File: src/common/soc_ctrl_defs.svh
// Timing and address map constants shared by RTL and testbench
// Sequencing delays are in core_clk cycles
// INIT_RST_DLY must not be smaller than INIT_PWRGOOD_DLY
// Region bases only matter in bits 31:24

`ifndef SOC_CTRL_DEFS_SVH
`define SOC_CTRL_DEFS_SVH

////////////////////
// Reset sequencing
////////////////////

// Counted from the first edge with rst_n_i high
`define INIT_PWRGOOD_DLY 15
`define INIT_RST_DLY     20

// Accepted request to output change
`define HARD_RST_DLY     16
`define WARM_RST_DLY     8

////////////////////
// Address map
////////////////////

`define SOC_ADDR_W       32
`define REGION_SHIFT     24

// One byte-wide region index per base
`define SRAM_EXEC_BASE   32'h2100_0000
`define SRAM_CFG_BASE    32'h2200_0000
`define SOC_CFG_BASE     32'h2300_0000
`define DMA_BASE         32'h3000_0000

`endif

File: src/common/soc_ctrl_pkg.sv
// Shared types for the reset and AXI user control block
// Struct members are listed MSB first
// Address width comes from the defs header

`default_nettype none

`include "soc_ctrl_defs.svh"

package soc_ctrl_pkg;

    // Reset request levels, held until the matching done pulse
    typedef struct packed {
        logic assert_hard;
        logic deassert_hard;
        logic assert_warm;
        logic deassert_warm;
    } rst_req_t;

    // One-cycle done pulses, same order as the requests
    typedef struct packed {
        logic assert_hard;
        logic deassert_hard;
        logic assert_warm;
        logic deassert_warm;
    } rst_done_t;

    // AXI user straps
    typedef struct packed {
        logic [31:0] mcu_lsu;
        logic [31:0] mcu_ifu;
        logic [31:0] mcu_sram_cfg;
        logic [31:0] mci_soc_cfg;
        logic [31:0] cptra_dma;
    } strap_t;

    // Set bit selects the raw strap over the default copy
    typedef struct packed {
        logic sram_cfg_ovr;
        logic soc_cfg_ovr;
    } strap_ovr_t;

    typedef enum logic [2:0] {
        REG_NONE      = 3'd0,
        REG_SRAM_EXEC = 3'd1,
        REG_SRAM_CFG  = 3'd2,
        REG_SOC_CFG   = 3'd3,
        REG_DMA       = 3'd4
    } region_e;

    // Single access request word
    typedef struct packed {
        logic                   valid;
        logic [31:0]            user;
        logic [`SOC_ADDR_W-1:0] addr;
        logic                   write;
    } acc_req_t;

    // Filter verdict, user echoed back
    typedef struct packed {
        logic        valid;
        logic        grant;
        region_e     region;
        logic [31:0] user;
    } acc_rsp_t;

endpackage

`default_nettype wire

File: src/reset_seq/reset_seq.sv
// Hard and warm reset sequencer
// Requests are levels and must drop the cycle after their done pulse
// A busy channel ignores new requests, so the SoC just sees a late done
// Warm output is forced low whenever power-good is low

`timescale 1ns/1ps
`default_nettype none

`include "soc_ctrl_defs.svh"

module reset_seq
    import soc_ctrl_pkg::*;
(
    input  wire logic core_clk,
    input  wire logic rst_n_i,
    input  rst_req_t  rst_req_i,
    output logic      pwrgood_o,
    output logic      cptra_rst_b_o,
    output rst_done_t rst_done_o
);

    // Init counter sized for the later of the two init steps
    localparam int INIT_CNT_W = $clog2(`INIT_RST_DLY + 1);
    localparam logic [INIT_CNT_W-1:0] PG_AT  = INIT_CNT_W'(`INIT_PWRGOOD_DLY);
    localparam logic [INIT_CNT_W-1:0] RST_AT = INIT_CNT_W'(`INIT_RST_DLY);

    // Channel counters hold DLY-1 at most
    localparam int MAX_DLY = (`HARD_RST_DLY > `WARM_RST_DLY) ? `HARD_RST_DLY : `WARM_RST_DLY;
    localparam int CNT_W   = (MAX_DLY > 2) ? $clog2(MAX_DLY) : 1;

    logic [INIT_CNT_W-1:0] init_cnt_q;
    logic                  init_done_q;
    logic                  pg_fire;
    logic                  rst_fire;

    // Per-channel inputs, index 0 hard and index 1 warm
    logic [1:0] ch_asrt;
    logic [1:0] ch_deasrt;
    logic [1:0] ch_allow;
    logic [1:0] ch_init;

    ////////////////////
    // Power-up init
    ////////////////////

    // Counts edges after reset release, stops once the core reset is out
    always_ff @(posedge core_clk) begin
        if (!rst_n_i) begin
            init_cnt_q  <= '0;
            init_done_q <= 1'b0;
        end else if (!init_done_q) begin
            init_cnt_q <= init_cnt_q + 1'b1;
            if (rst_fire) begin
                init_done_q <= 1'b1;
            end
        end
    end

    // Pre-increment value equals the delay on the edge that must fire
    assign pg_fire  = !init_done_q && (init_cnt_q == PG_AT);
    assign rst_fire = !init_done_q && (init_cnt_q == RST_AT);

    ////////////////////
    // Request channels
    ////////////////////

    assign ch_asrt   = {rst_req_i.assert_warm, rst_req_i.assert_hard};
    assign ch_deasrt = {rst_req_i.deassert_warm, rst_req_i.deassert_hard};
    // Warm deassert waits for power-good
    assign ch_allow  = {pwrgood_o, 1'b1};
    assign ch_init   = {rst_fire, pg_fire};

    for (genvar ch = 0; ch < 2; ch++) begin : g_ch
        localparam int DLY = (ch == 0) ? `HARD_RST_DLY : `WARM_RST_DLY;
        localparam logic [CNT_W-1:0] LOAD = CNT_W'(DLY - 1);

        logic [CNT_W-1:0] cnt_q;
        logic             busy_q;
        // 1 means the pending change releases the reset
        logic             pend_q;
        logic             out_q;
        logic             done_asrt_q;
        logic             done_deasrt_q;
        logic             accept;

        // Deassert wins, and blocks assert while it is held back
        assign accept = init_done_q && !busy_q &&
                        (ch_deasrt[ch] ? ch_allow[ch] : ch_asrt[ch]);

        always_ff @(posedge core_clk) begin
            if (!rst_n_i) begin
                cnt_q         <= '0;
                busy_q        <= 1'b0;
                pend_q        <= 1'b0;
                out_q         <= 1'b0;
                done_asrt_q   <= 1'b0;
                done_deasrt_q <= 1'b0;
            end else begin
                // Done bits are single-cycle
                done_asrt_q   <= 1'b0;
                done_deasrt_q <= 1'b0;
                if (ch_init[ch]) begin
                    out_q <= 1'b1;
                end
                if (accept) begin
                    busy_q <= 1'b1;
                    cnt_q  <= LOAD;
                    pend_q <= ch_deasrt[ch];
                end else if (busy_q) begin
                    if (cnt_q == '0) begin
                        // Output change and done share this edge
                        busy_q        <= 1'b0;
                        out_q         <= pend_q;
                        done_deasrt_q <= pend_q;
                        done_asrt_q   <= !pend_q;
                    end else begin
                        cnt_q <= cnt_q - 1'b1;
                    end
                end
            end
        end
    end

    ////////////////////
    // Outputs
    ////////////////////

    assign pwrgood_o     = g_ch[0].out_q;
    // Core reset held whenever power-good is low
    assign cptra_rst_b_o = g_ch[1].out_q & g_ch[0].out_q;

    assign rst_done_o.assert_hard   = g_ch[0].done_asrt_q;
    assign rst_done_o.deassert_hard = g_ch[0].done_deasrt_q;
    assign rst_done_o.assert_warm   = g_ch[1].done_asrt_q;
    assign rst_done_o.deassert_warm = g_ch[1].done_deasrt_q;

endmodule

`default_nettype wire

File: src/strap/strap_latch.sv
// AXI user strap capture on the power-good rising edge
// Straps are static pins, sampled one cycle after power-good rises
// Output is zero until the first rise

`timescale 1ns/1ps
`default_nettype none

module strap_latch
    import soc_ctrl_pkg::*;
(
    input  wire logic core_clk,
    input  wire logic rst_n_i,
    input  wire logic pwrgood_i,
    input  strap_t    strap_i,
    input  strap_ovr_t strap_ovr_i,
    output strap_t    straps_o
);

    logic   pwrgood_q;
    logic   pwrgood_rise;
    strap_t strap_next;
    strap_t straps_q;

    ////////////////////
    // Edge detect
    ////////////////////

    always_ff @(posedge core_clk) begin
        if (!rst_n_i) begin
            pwrgood_q <= 1'b0;
        end else begin
            pwrgood_q <= pwrgood_i;
        end
    end

    assign pwrgood_rise = pwrgood_i && !pwrgood_q;

    ////////////////////
    // Default rules
    ////////////////////

    always_comb begin
        // Straps without a default pass through as given
        strap_next.mcu_lsu   = strap_i.mcu_lsu;
        strap_next.mcu_ifu   = strap_i.mcu_ifu;
        strap_next.cptra_dma = strap_i.cptra_dma;

        // SRAM config user follows the DMA user unless overridden
        strap_next.mcu_sram_cfg = strap_ovr_i.sram_cfg_ovr ? strap_i.mcu_sram_cfg
                                                           : strap_i.cptra_dma;

        // SoC config user follows the LSU user unless overridden
        strap_next.mci_soc_cfg = strap_ovr_i.soc_cfg_ovr ? strap_i.mci_soc_cfg
                                                         : strap_i.mcu_lsu;
    end

    ////////////////////
    // Capture
    ////////////////////

    // Holds until the next power-good rise
    always_ff @(posedge core_clk) begin
        if (!rst_n_i) begin
            straps_q <= '0;
        end else if (pwrgood_rise) begin
            straps_q <= strap_next;
        end
    end

    assign straps_o = straps_q;

endmodule

`default_nettype wire

File: src/rtl/axi_user_filter.sv
// AXI user check by address region
// One request word per cycle, one registered response per request
// All grants are dropped while the core reset is held

`timescale 1ns/1ps
`default_nettype none

`include "soc_ctrl_defs.svh"

module axi_user_filter
    import soc_ctrl_pkg::*;
(
    input  wire logic core_clk,
    input  wire logic rst_n_i,
    input  wire logic cptra_rst_b_i,
    input  strap_t    straps_i,
    input  acc_req_t  acc_req_i,
    output acc_rsp_t  acc_rsp_o
);

    localparam int RIDX_W = `SOC_ADDR_W - `REGION_SHIFT;

    // Full bases, only the top byte is compared
    localparam logic [`SOC_ADDR_W-1:0] SRAM_EXEC_BASE = `SRAM_EXEC_BASE;
    localparam logic [`SOC_ADDR_W-1:0] SRAM_CFG_BASE  = `SRAM_CFG_BASE;
    localparam logic [`SOC_ADDR_W-1:0] SOC_CFG_BASE   = `SOC_CFG_BASE;
    localparam logic [`SOC_ADDR_W-1:0] DMA_BASE       = `DMA_BASE;

    logic [RIDX_W-1:0] ridx;
    region_e           region;
    logic              user_ok;

    logic              rsp_valid_q;
    logic              rsp_grant_q;
    region_e           rsp_region_q;
    logic [31:0]       rsp_user_q;

    ////////////////////
    // Region decode
    ////////////////////

    assign ridx = acc_req_i.addr[`SOC_ADDR_W-1:`REGION_SHIFT];

    always_comb begin
        if (ridx == SRAM_EXEC_BASE[`SOC_ADDR_W-1:`REGION_SHIFT]) begin
            region = REG_SRAM_EXEC;
        end else if (ridx == SRAM_CFG_BASE[`SOC_ADDR_W-1:`REGION_SHIFT]) begin
            region = REG_SRAM_CFG;
        end else if (ridx == SOC_CFG_BASE[`SOC_ADDR_W-1:`REGION_SHIFT]) begin
            region = REG_SOC_CFG;
        end else if (ridx == DMA_BASE[`SOC_ADDR_W-1:`REGION_SHIFT]) begin
            region = REG_DMA;
        end else begin
            region = REG_NONE;
        end
    end

    ////////////////////
    // User check
    ////////////////////

    always_comb begin
        case (region)
            // MCU fetch and load/store both reach the exec SRAM
            REG_SRAM_EXEC: user_ok = (acc_req_i.user == straps_i.mcu_ifu) ||
                                     (acc_req_i.user == straps_i.mcu_lsu);
            REG_SRAM_CFG:  user_ok = (acc_req_i.user == straps_i.mcu_sram_cfg);
            REG_SOC_CFG:   user_ok = (acc_req_i.user == straps_i.mci_soc_cfg);
            REG_DMA:       user_ok = (acc_req_i.user == straps_i.cptra_dma);
            default:       user_ok = 1'b0;
        endcase
    end

    ////////////////////
    // Response register
    ////////////////////

    // Response valid tracks request valid
    always_ff @(posedge core_clk) begin
        if (!rst_n_i) begin
            rsp_valid_q <= 1'b0;
        end else begin
            rsp_valid_q <= acc_req_i.valid;
        end
    end

    always_ff @(posedge core_clk) begin
        // Region and user still reported under reset
        rsp_grant_q  <= user_ok && cptra_rst_b_i;
        rsp_region_q <= region;
        rsp_user_q   <= acc_req_i.user;
    end

    assign acc_rsp_o.valid  = rsp_valid_q;
    assign acc_rsp_o.grant  = rsp_grant_q;
    assign acc_rsp_o.region = rsp_region_q;
    assign acc_rsp_o.user   = rsp_user_q;

endmodule

`default_nettype wire

File: src/rtl/soc_ctrl_top.sv
// Reset and AXI user control block top level
// No registering here, latencies are those of the submodules
// Straps and overrides are expected static around power-good rise

`timescale 1ns/1ps
`default_nettype none

module soc_ctrl_top
    import soc_ctrl_pkg::*;
(
    input  wire logic  core_clk,
    input  wire logic  rst_n_i,
    input  rst_req_t   rst_req_i,
    input  strap_t     strap_i,
    input  strap_ovr_t strap_ovr_i,
    input  acc_req_t   acc_req_i,
    output logic       pwrgood_o,
    output logic       cptra_rst_b_o,
    output rst_done_t  rst_done_o,
    output strap_t     straps_o,
    output acc_rsp_t   acc_rsp_o
);

    ////////////////////
    // Reset sequencing
    ////////////////////

    // Drives power-good and the gated core reset
    reset_seq reset_seq_inst (
        .core_clk      (core_clk),
        .rst_n_i       (rst_n_i),
        .rst_req_i     (rst_req_i),
        .pwrgood_o     (pwrgood_o),
        .cptra_rst_b_o (cptra_rst_b_o),
        .rst_done_o    (rst_done_o)
    );

    ////////////////////
    // Strap capture
    ////////////////////

    // Latched straps go out and into the filter
    strap_latch strap_latch_inst (
        .core_clk    (core_clk),
        .rst_n_i     (rst_n_i),
        .pwrgood_i   (pwrgood_o),
        .strap_i     (strap_i),
        .strap_ovr_i (strap_ovr_i),
        .straps_o    (straps_o)
    );

    ////////////////////
    // Access filter
    ////////////////////

    // Denies everything while the core is in reset
    axi_user_filter axi_user_filter_inst (
        .core_clk      (core_clk),
        .rst_n_i       (rst_n_i),
        .cptra_rst_b_i (cptra_rst_b_o),
        .straps_i      (straps_o),
        .acc_req_i     (acc_req_i),
        .acc_rsp_o     (acc_rsp_o)
    );

endmodule

`default_nettype wire

File: config.mk
export PLATFORM = sky130hd
export DESIGN_NAME = soc_ctrl_top
export DESIGN_NICKNAME = d
export VERILOG_FILES = /design/src/common/soc_ctrl_pkg.sv /design/src/reset_seq/reset_seq.sv /design/src/strap/strap_latch.sv /design/src/rtl/axi_user_filter.sv /design/src/rtl/soc_ctrl_top.sv
export VERILOG_INCLUDE_DIRS = /design/src /design/src/common
export SDC_FILE = /design/constraint.sdc
export NUM_CORES = 1
export LEC_CHECK = 0
export ABC_AREA = 1
export BUFFER_PORTS_ARGS = -buffer_cell sky130_fd_sc_hd__buf_2
export CORE_AREA = 2 2 168 170
export CTS_CLUSTER_SIZE = 8
export DETAILED_ROUTE_END_ITERATION = 6
export DIE_AREA = 0 0 170 172
export PLACE_DENSITY = 0.66
export SLEW_MARGIN = 20
export SYNTH_ARGS = -nofsm -noshare
export SYNTH_HDL_FRONTEND = slang
export SYNTH_SLANG_ARGS = --single-unit
File: constraint.sdc
create_clock -name core_clk -period 3.75 [get_ports core_clk]
set_input_delay 0 -clock core_clk [delete_from_list [all_inputs] [get_ports core_clk]]
set_output_delay 0 -clock core_clk [all_outputs]
set_load 0.05 [all_outputs]
Word-level counts from Yosys, hierarchy flattened
Cells that the tools add are included.
- bits in registers: 222
- bits in latches: 0
- bits in writable memories: 0
- memory bits (read-only): 0
- input port bits: 234
- output and inout port bits: 203
- word-level logic and storage cells: 107
- memories: 0
- $add $sub $neg: 3
- $mul: 0
- divide/modulo/power cells: 0
- order comparisons: 0
- eq/ne operators: 17
- shift-type cells: 0
- mux-type cells: 31
- bitwise gates (word level): 6
- reductions and logical operators: 25
- operators with widths (kind ; number):
    $eq 32x32->1 ; 5
    $mux 32 ; 2
    $eq 8x6->1 const B ; 4
    $mux 3 ; 7
    $mux 1 ; 18
    $mux 4 ; 3
    $logic_and 1x1->1 ; 8
    $logic_not 4->1 ; 2
    $reduce_or 4->1 ; 2
    $sub 4x1->4 const B ; 2
    $eq 3x2->1 const B ; 2
    $logic_not 1->1 ; 6
    $reduce_and 2->1 ; 3
    $add 5x1->5 const B ; 1
    $eq 5x4->1 const B ; 1
    $eq 5x5->1 const B ; 1
    $not 1->1 ; 5
    $ne 2x1->1 const B ; 2
    $pmux 1 s4 ; 1
    $reduce_bool 2->1 ; 2
    $eq 3x1->1 const B ; 1
    $eq 3x3->1 const B ; 1
    $reduce_or 2->1 ; 1
    $and 1x1->1 ; 1
    $logic_or 1x1->1 ; 1

Depth between registers and ports, before layout
- word-level depth: 8
- depth in mapped cells: 17
- depth with buffers taken out: 16

Hierarchy
A second synthesis with hierarchy kept.
- cell total of the unflattened synthesis: 1743
- area, all modules: 11238.3 sq um
- by module, submodules not included (module ; instances ; cells an instance ; area an instance (sq um) ; seq. area each (sq um)):
    strap_latch ; 1 ; 1099 ; 6991.7 ; 3223.1
    axi_user_filter ; 1 ; 494 ; 3111.7 ; 740.7
    reset_seq ; 1 ; 150 ; 1134.8 ; 480.5

Worst setup path before layout
Ideal clock, no wire load.
- kind: register -> register
- start point: register reset_seq_inst.g_ch[0].out_q (netlist: reset_seq_inst.pwrgood_o)
- end point: register strap_latch_inst.straps_q, in the netlist strap_latch_inst.straps_o[32]
- setup time: 0.070 ns
- arrival time: 1.683 ns
- data required time: 3.680 ns
- setup slack: 1.997 ns
- cell stages (with the launch flop): 7
- buffers on the path: 2
- clock period less this slack: 1.753 ns
- cells stage by stage: dfxtp_1 inv_2 nor2_1 clkbuf_1 clkbuf_1 o21ai_0 a21oi_1
- word-level cells in the longest chain between the ends: 1
- ends and longest elaborated chain (element ; RTL line ; RTL):
    from (decl) ; reset_seq.sv:81 ; logic out_q;
    from (signal assigned) ; reset_seq.sv:113 ; out_q <= pend_q;
    $logic_and 1x1->1 ; strap_latch.sv:36 ; assign pwrgood_rise = pwrgood_i && !pwrgood_q;
    to (signal assigned) ; strap_latch.sv:66 ; straps_q <= strap_next;
    to (decl) ; strap_latch.sv:22 ; strap_t straps_q;
Every way passes these cells.
A chain may end at the register's enable or synchronous reset.

Worst setup path after layout
- start point: register reset_seq_inst.g_ch[0].out_q (netlist: reset_seq_inst.pwrgood_o)
- end point: register strap_latch_inst.straps_q, in the netlist strap_latch_inst.straps_o[54]
The elaborated chain is that of the path after synthesis.

==> load_flow_metrics.sql <==
INSERT INTO impl_metrics (metric_group, metric, value, unit) VALUES
('job', 'drv.max_cap_violation_count', '0', ''),
('floorplanning', 'floorplan.die.height', '172', 'um'),
('global_routing', 'grt_max_degree', '85', ''),
('yosys', 'synth_compound_area_frac', '0.1755', ''),
('yosys', 'ys_warn_count', '0', ''),
('floorplanning', 'fp.coreArea', '0.02748', 'mm2'),
('worst_setup_path', 'cp-startpoint', 'reset_seq_inst.pwrgood_o', ''),
('power_and_ir_drop', 'power.internal', '4.130', 'mW'),
('worst_setup_path', 'worst-endpoint-required', '4.24', 'ns'),
('clock_tree', 'tritoncts.num_buffers', '31', ''),
('yosys', 'post-synth-top-area-cell', 'dfxtp_1', ''),
('placement', 'placedCellCount', '2096', ''),
('route', 'dr.first_iter.drc_count', '1304', ''),
('route', 'detail-route-antenna-nets', '0', ''),
('status', 'run_status', 'finished clean', ''),
('timing', 'unrepaired_setup_endpoints_after_global_routing', 'no', ''),
('worst_setup_path', 'worstReg2RegStart', 'reset_seq_inst.pwrgood_o', ''),
('worst_setup_path', 'worst_path_most_repeated_cell', 'buf_4', ''),
('timing', 'finClkSkew', '0.01392', 'ns'),
('yosys', 'synth_top_family_by_area', 'simple AND/OR/NAND/NOR gates', ''),
('route', 'remaining_drc_errors', '0', ''),
('yosys', 'post_synth_mux_area_share', '0', ''),
('power_and_ir_drop', 'clkPwrFrac', '0.443', ''),
('timing', 'maxSlewHeadroom', '0.2664', ''),
('placement', 'portBuffers', '411', ''),
('power_and_ir_drop', 'p_per_area', '338.7', 'mW/mm2'),
('clock_tree', 'cts_hold_repair.buffers', '312', ''),
('worst_setup_path', 'critical_path.cell_chain', 'inv_2 -> nor2_4 -> buf_4 -> buf_4 -> o21ai_0 -> a21oi_1 -> dlygate4sd3_1', ''),
('yosys', 'synth-simple-area-share', '0.2453', ''),
('final_layout', 'mostFrequentLayoutCells', '410 x buf_2, 312 x dlygate4sd3_1, 234 x nand2_1', ''),
('worst_setup_path', 'flop_to_flop_setup_slack', '0.60', 'ns'),
('timing', 'min_clock_period_post_route', '3.146', 'ns'),
('clock_tree', 'post_cts_setup_driven_buffer_insertion_count', '0', ''),
('placement', 'gpl.final_weighted_congestion', '0.9598', ''),
('global_routing', 'total_congestion_overflow_after_global_routing', '0', ''),
('power_and_ir_drop', 'power.share.switching', '0.2467', ''),
('worst_hold_path', 'hold_class', 'in -> reg', ''),
('timing', 'timing_hold_violations_final', '0', ''),
('timing', 'tightest_slew', '1.099', 'ns'),
('floorplanning', 'design.die.area', '0.02924', 'mm2'),
('yosys', 'synth_xor_xnor_area_share', '0.05133', ''),
('route', 'firstDrtPassIters', '7', ''),
('global_routing', 'via_count_of_the_first_global_routing_pass', '12590', ''),
('clock_tree', 'cts_root_buffer', 'clkbuf_16', ''),
('power_and_ir_drop', 'power.static_leakage', '8.146', 'nW'),
('yosys', 'postSynthCellCount', '1414', ''),
('final_layout', 'fill_cells', '2369', ''),
('clock_tree', 'cts_htree_levels', '1', ''),
('yosys', 'syn_area', '0.01007', 'mm2'),
('route', 'wirelength', '50500', 'um'),
('yosys', 'post_synthesis_share_of_cell_area_spent_on_full_adders_half_adders_and_majority_gates', '0.006214', ''),
('yosys', 'ys_ff_latch', '222', ''),
('worst_setup_path', 'rr_worst_depth', '7', ''),
('worst_setup_path', 'worstSetupPathType', 'reg -> reg', ''),
('yosys', 'synth_cell_types', '38', ''),
('route', 'post_drt_wl_per_cell', '20.67', 'um'),
('power_and_ir_drop', 'max-vdd-ir-drop', '0.3020', 'mV'),
('clock_tree', 'clk_latency', '0.55', 'ns'),
('worst_setup_path', 'cpPeakStageDelay', '0.67', 'ns'),
('final_layout', 'post_route_cells_drive_above_1_share', '0.2258', ''),
('clock_tree', 'cts.sinks', '222', ''),
('yosys', 'yosysSeqAreaShare', '0.4415', ''),
('floorplanning', 'floorplan.rows', '61', ''),
('timing', 'timing.final.crit_share', '0.8388', ''),
('yosys', 'syn-num-nets', '1653', ''),
('clock_tree', 'clock_pin_slew_worst_setup_and_hold_paths', '0.05', 'ns'),
('final_layout', 'layout.cells.most_common', 'buf_2', ''),
('final_layout', 'num-nets-final', '2334', ''),
('yosys', 'synth_area_per_cell', '7.120', 'um2'),
('floorplanning', 'initial_cell_density_of_the_core', '0.3664', ''),
('worst_setup_path', 'kind_of_launch_point_of_the_worst_setup_path', 'flop', '');
worst paths after layout:
kind	endpoint
max	strap_latch_inst.straps_o[54]
min	axi_user_filter_inst.rsp_region_q[0]
max reg2reg	strap_latch_inst.straps_o[54]
min reg2reg	reset_seq_inst.g_ch[0].done_asrt_q
area by class of cell:
cell class,instances,area [um2],share of cell area
timing repair buffer,734,5278,0.3260
multi-input combinational,995,4823,0.2980
sequential,222,4444,0.2745
clock buffer,33,783.3,0.04838
tap,346,432.9,0.02674
inverter,111,421.7,0.02605
antenna,2,5.005,0.0003092
kinds of logic (layout without fill, tap and decap cells):
logic type,after synthesis,count (layout)
and+or+nand+nor,587,587
xor gates and xnor gates,59,59
other,0,2
AOI/OAI and AO/OA,344,344
buffers and inverters,197,878
DFF,222,222
adders and majority gates,5,5
worst max-delay path, delay by kind of cell, from the launching register on:
family | cells | cell delay, ns
compound gates | 2 | 0.45
buf+inv | 4 | 2.00
flops | 1 | 0.46
simple gates | 1 | 0.12
through the flow:
step	power, mW	instance area [um2]	setup WS [ns]	hold slack (ns)
after floorplan	2.649	10070	1.997	0.02772
after global placement	2.885	12280	1.430	0.1651
after detailed placement	2.885	12280	1.400	0.1622
after CTS	5.469	16180	0.8691	0.0001353
after global routing	5.627	16190	0.5630	0.03649
final	5.482	16190	0.6044	0.004822
power by group through the flow:
stage	combinational [mW]	sequential (mW)	clock, mW
after floorplan	0.144	2.51	0
after global placement	0.447	2.44	0
after detailed placement	0.446	2.44	0
after CTS	0.641	2.39	2.44
after global routing	0.699	2.39	2.54
final	0.662	2.39	2.43
metal layers:
| layer | up-vias | routed length, um | global-route usage | share of wire |
|---|---|---|---|---|
| li1 | 5965 | - | - | - |
| met1 | 5999 | 19900 | 0.3979 | 0.39 |
| met2 | 871 | 23000 | 0.5537 | 0.46 |
| met3 | 219 | 4399 | 0.05997 | 0.087 |
| met4 | 2 | 3189 | 0.1988 | 0.063 |
| met5 | - | 13 | 0 | 0.00026 |
sequential cells by signal, summed over array words and instances (netlist names), 2 cells and up:
name	count
reset_seq_inst.g_ch.done_deasrt_q	2
axi_user_filter_inst.rsp_user_q	32
reset_seq_inst.init_cnt_q	5
axi_user_filter_inst.rsp_region_q	3
reset_seq_inst.g_ch.done_asrt_q	2
reset_seq_inst.g_ch.pend_q	2
reset_seq_inst.g_ch.busy_q	2
strap_latch_inst.straps_o	160
reset_seq_inst.g_ch.cnt_q	8
synth_stat cells (all sizes together):
| master | n |
|---|---|
| a21oi | 147 |
| nor2 | 213 |
| a221oi | 4 |
| nand4 | 10 |
| a22oi | 1 |
| o2111ai | 2 |
| nor3b | 1 |
| nand2 | 238 |
| xor2 | 21 |
| nand3b | 8 |
| a31oi | 1 |
| a21o | 3 |
| xnor2 | 38 |
| o21bai | 1 |
| nor4 | 8 |
| and3 | 1 |
| nor3 | 10 |
| nand3 | 90 |
| buf | 18 |
| o21ai | 181 |
| inv | 111 |
| o211ai | 1 |
| ha | 5 |
| dfxtp | 222 |
| a211oi | 1 |
| o22ai | 1 |
| clkbuf | 68 |
| or2 | 8 |
| o21a | 1 |
(Power assumes the default switching activity.)
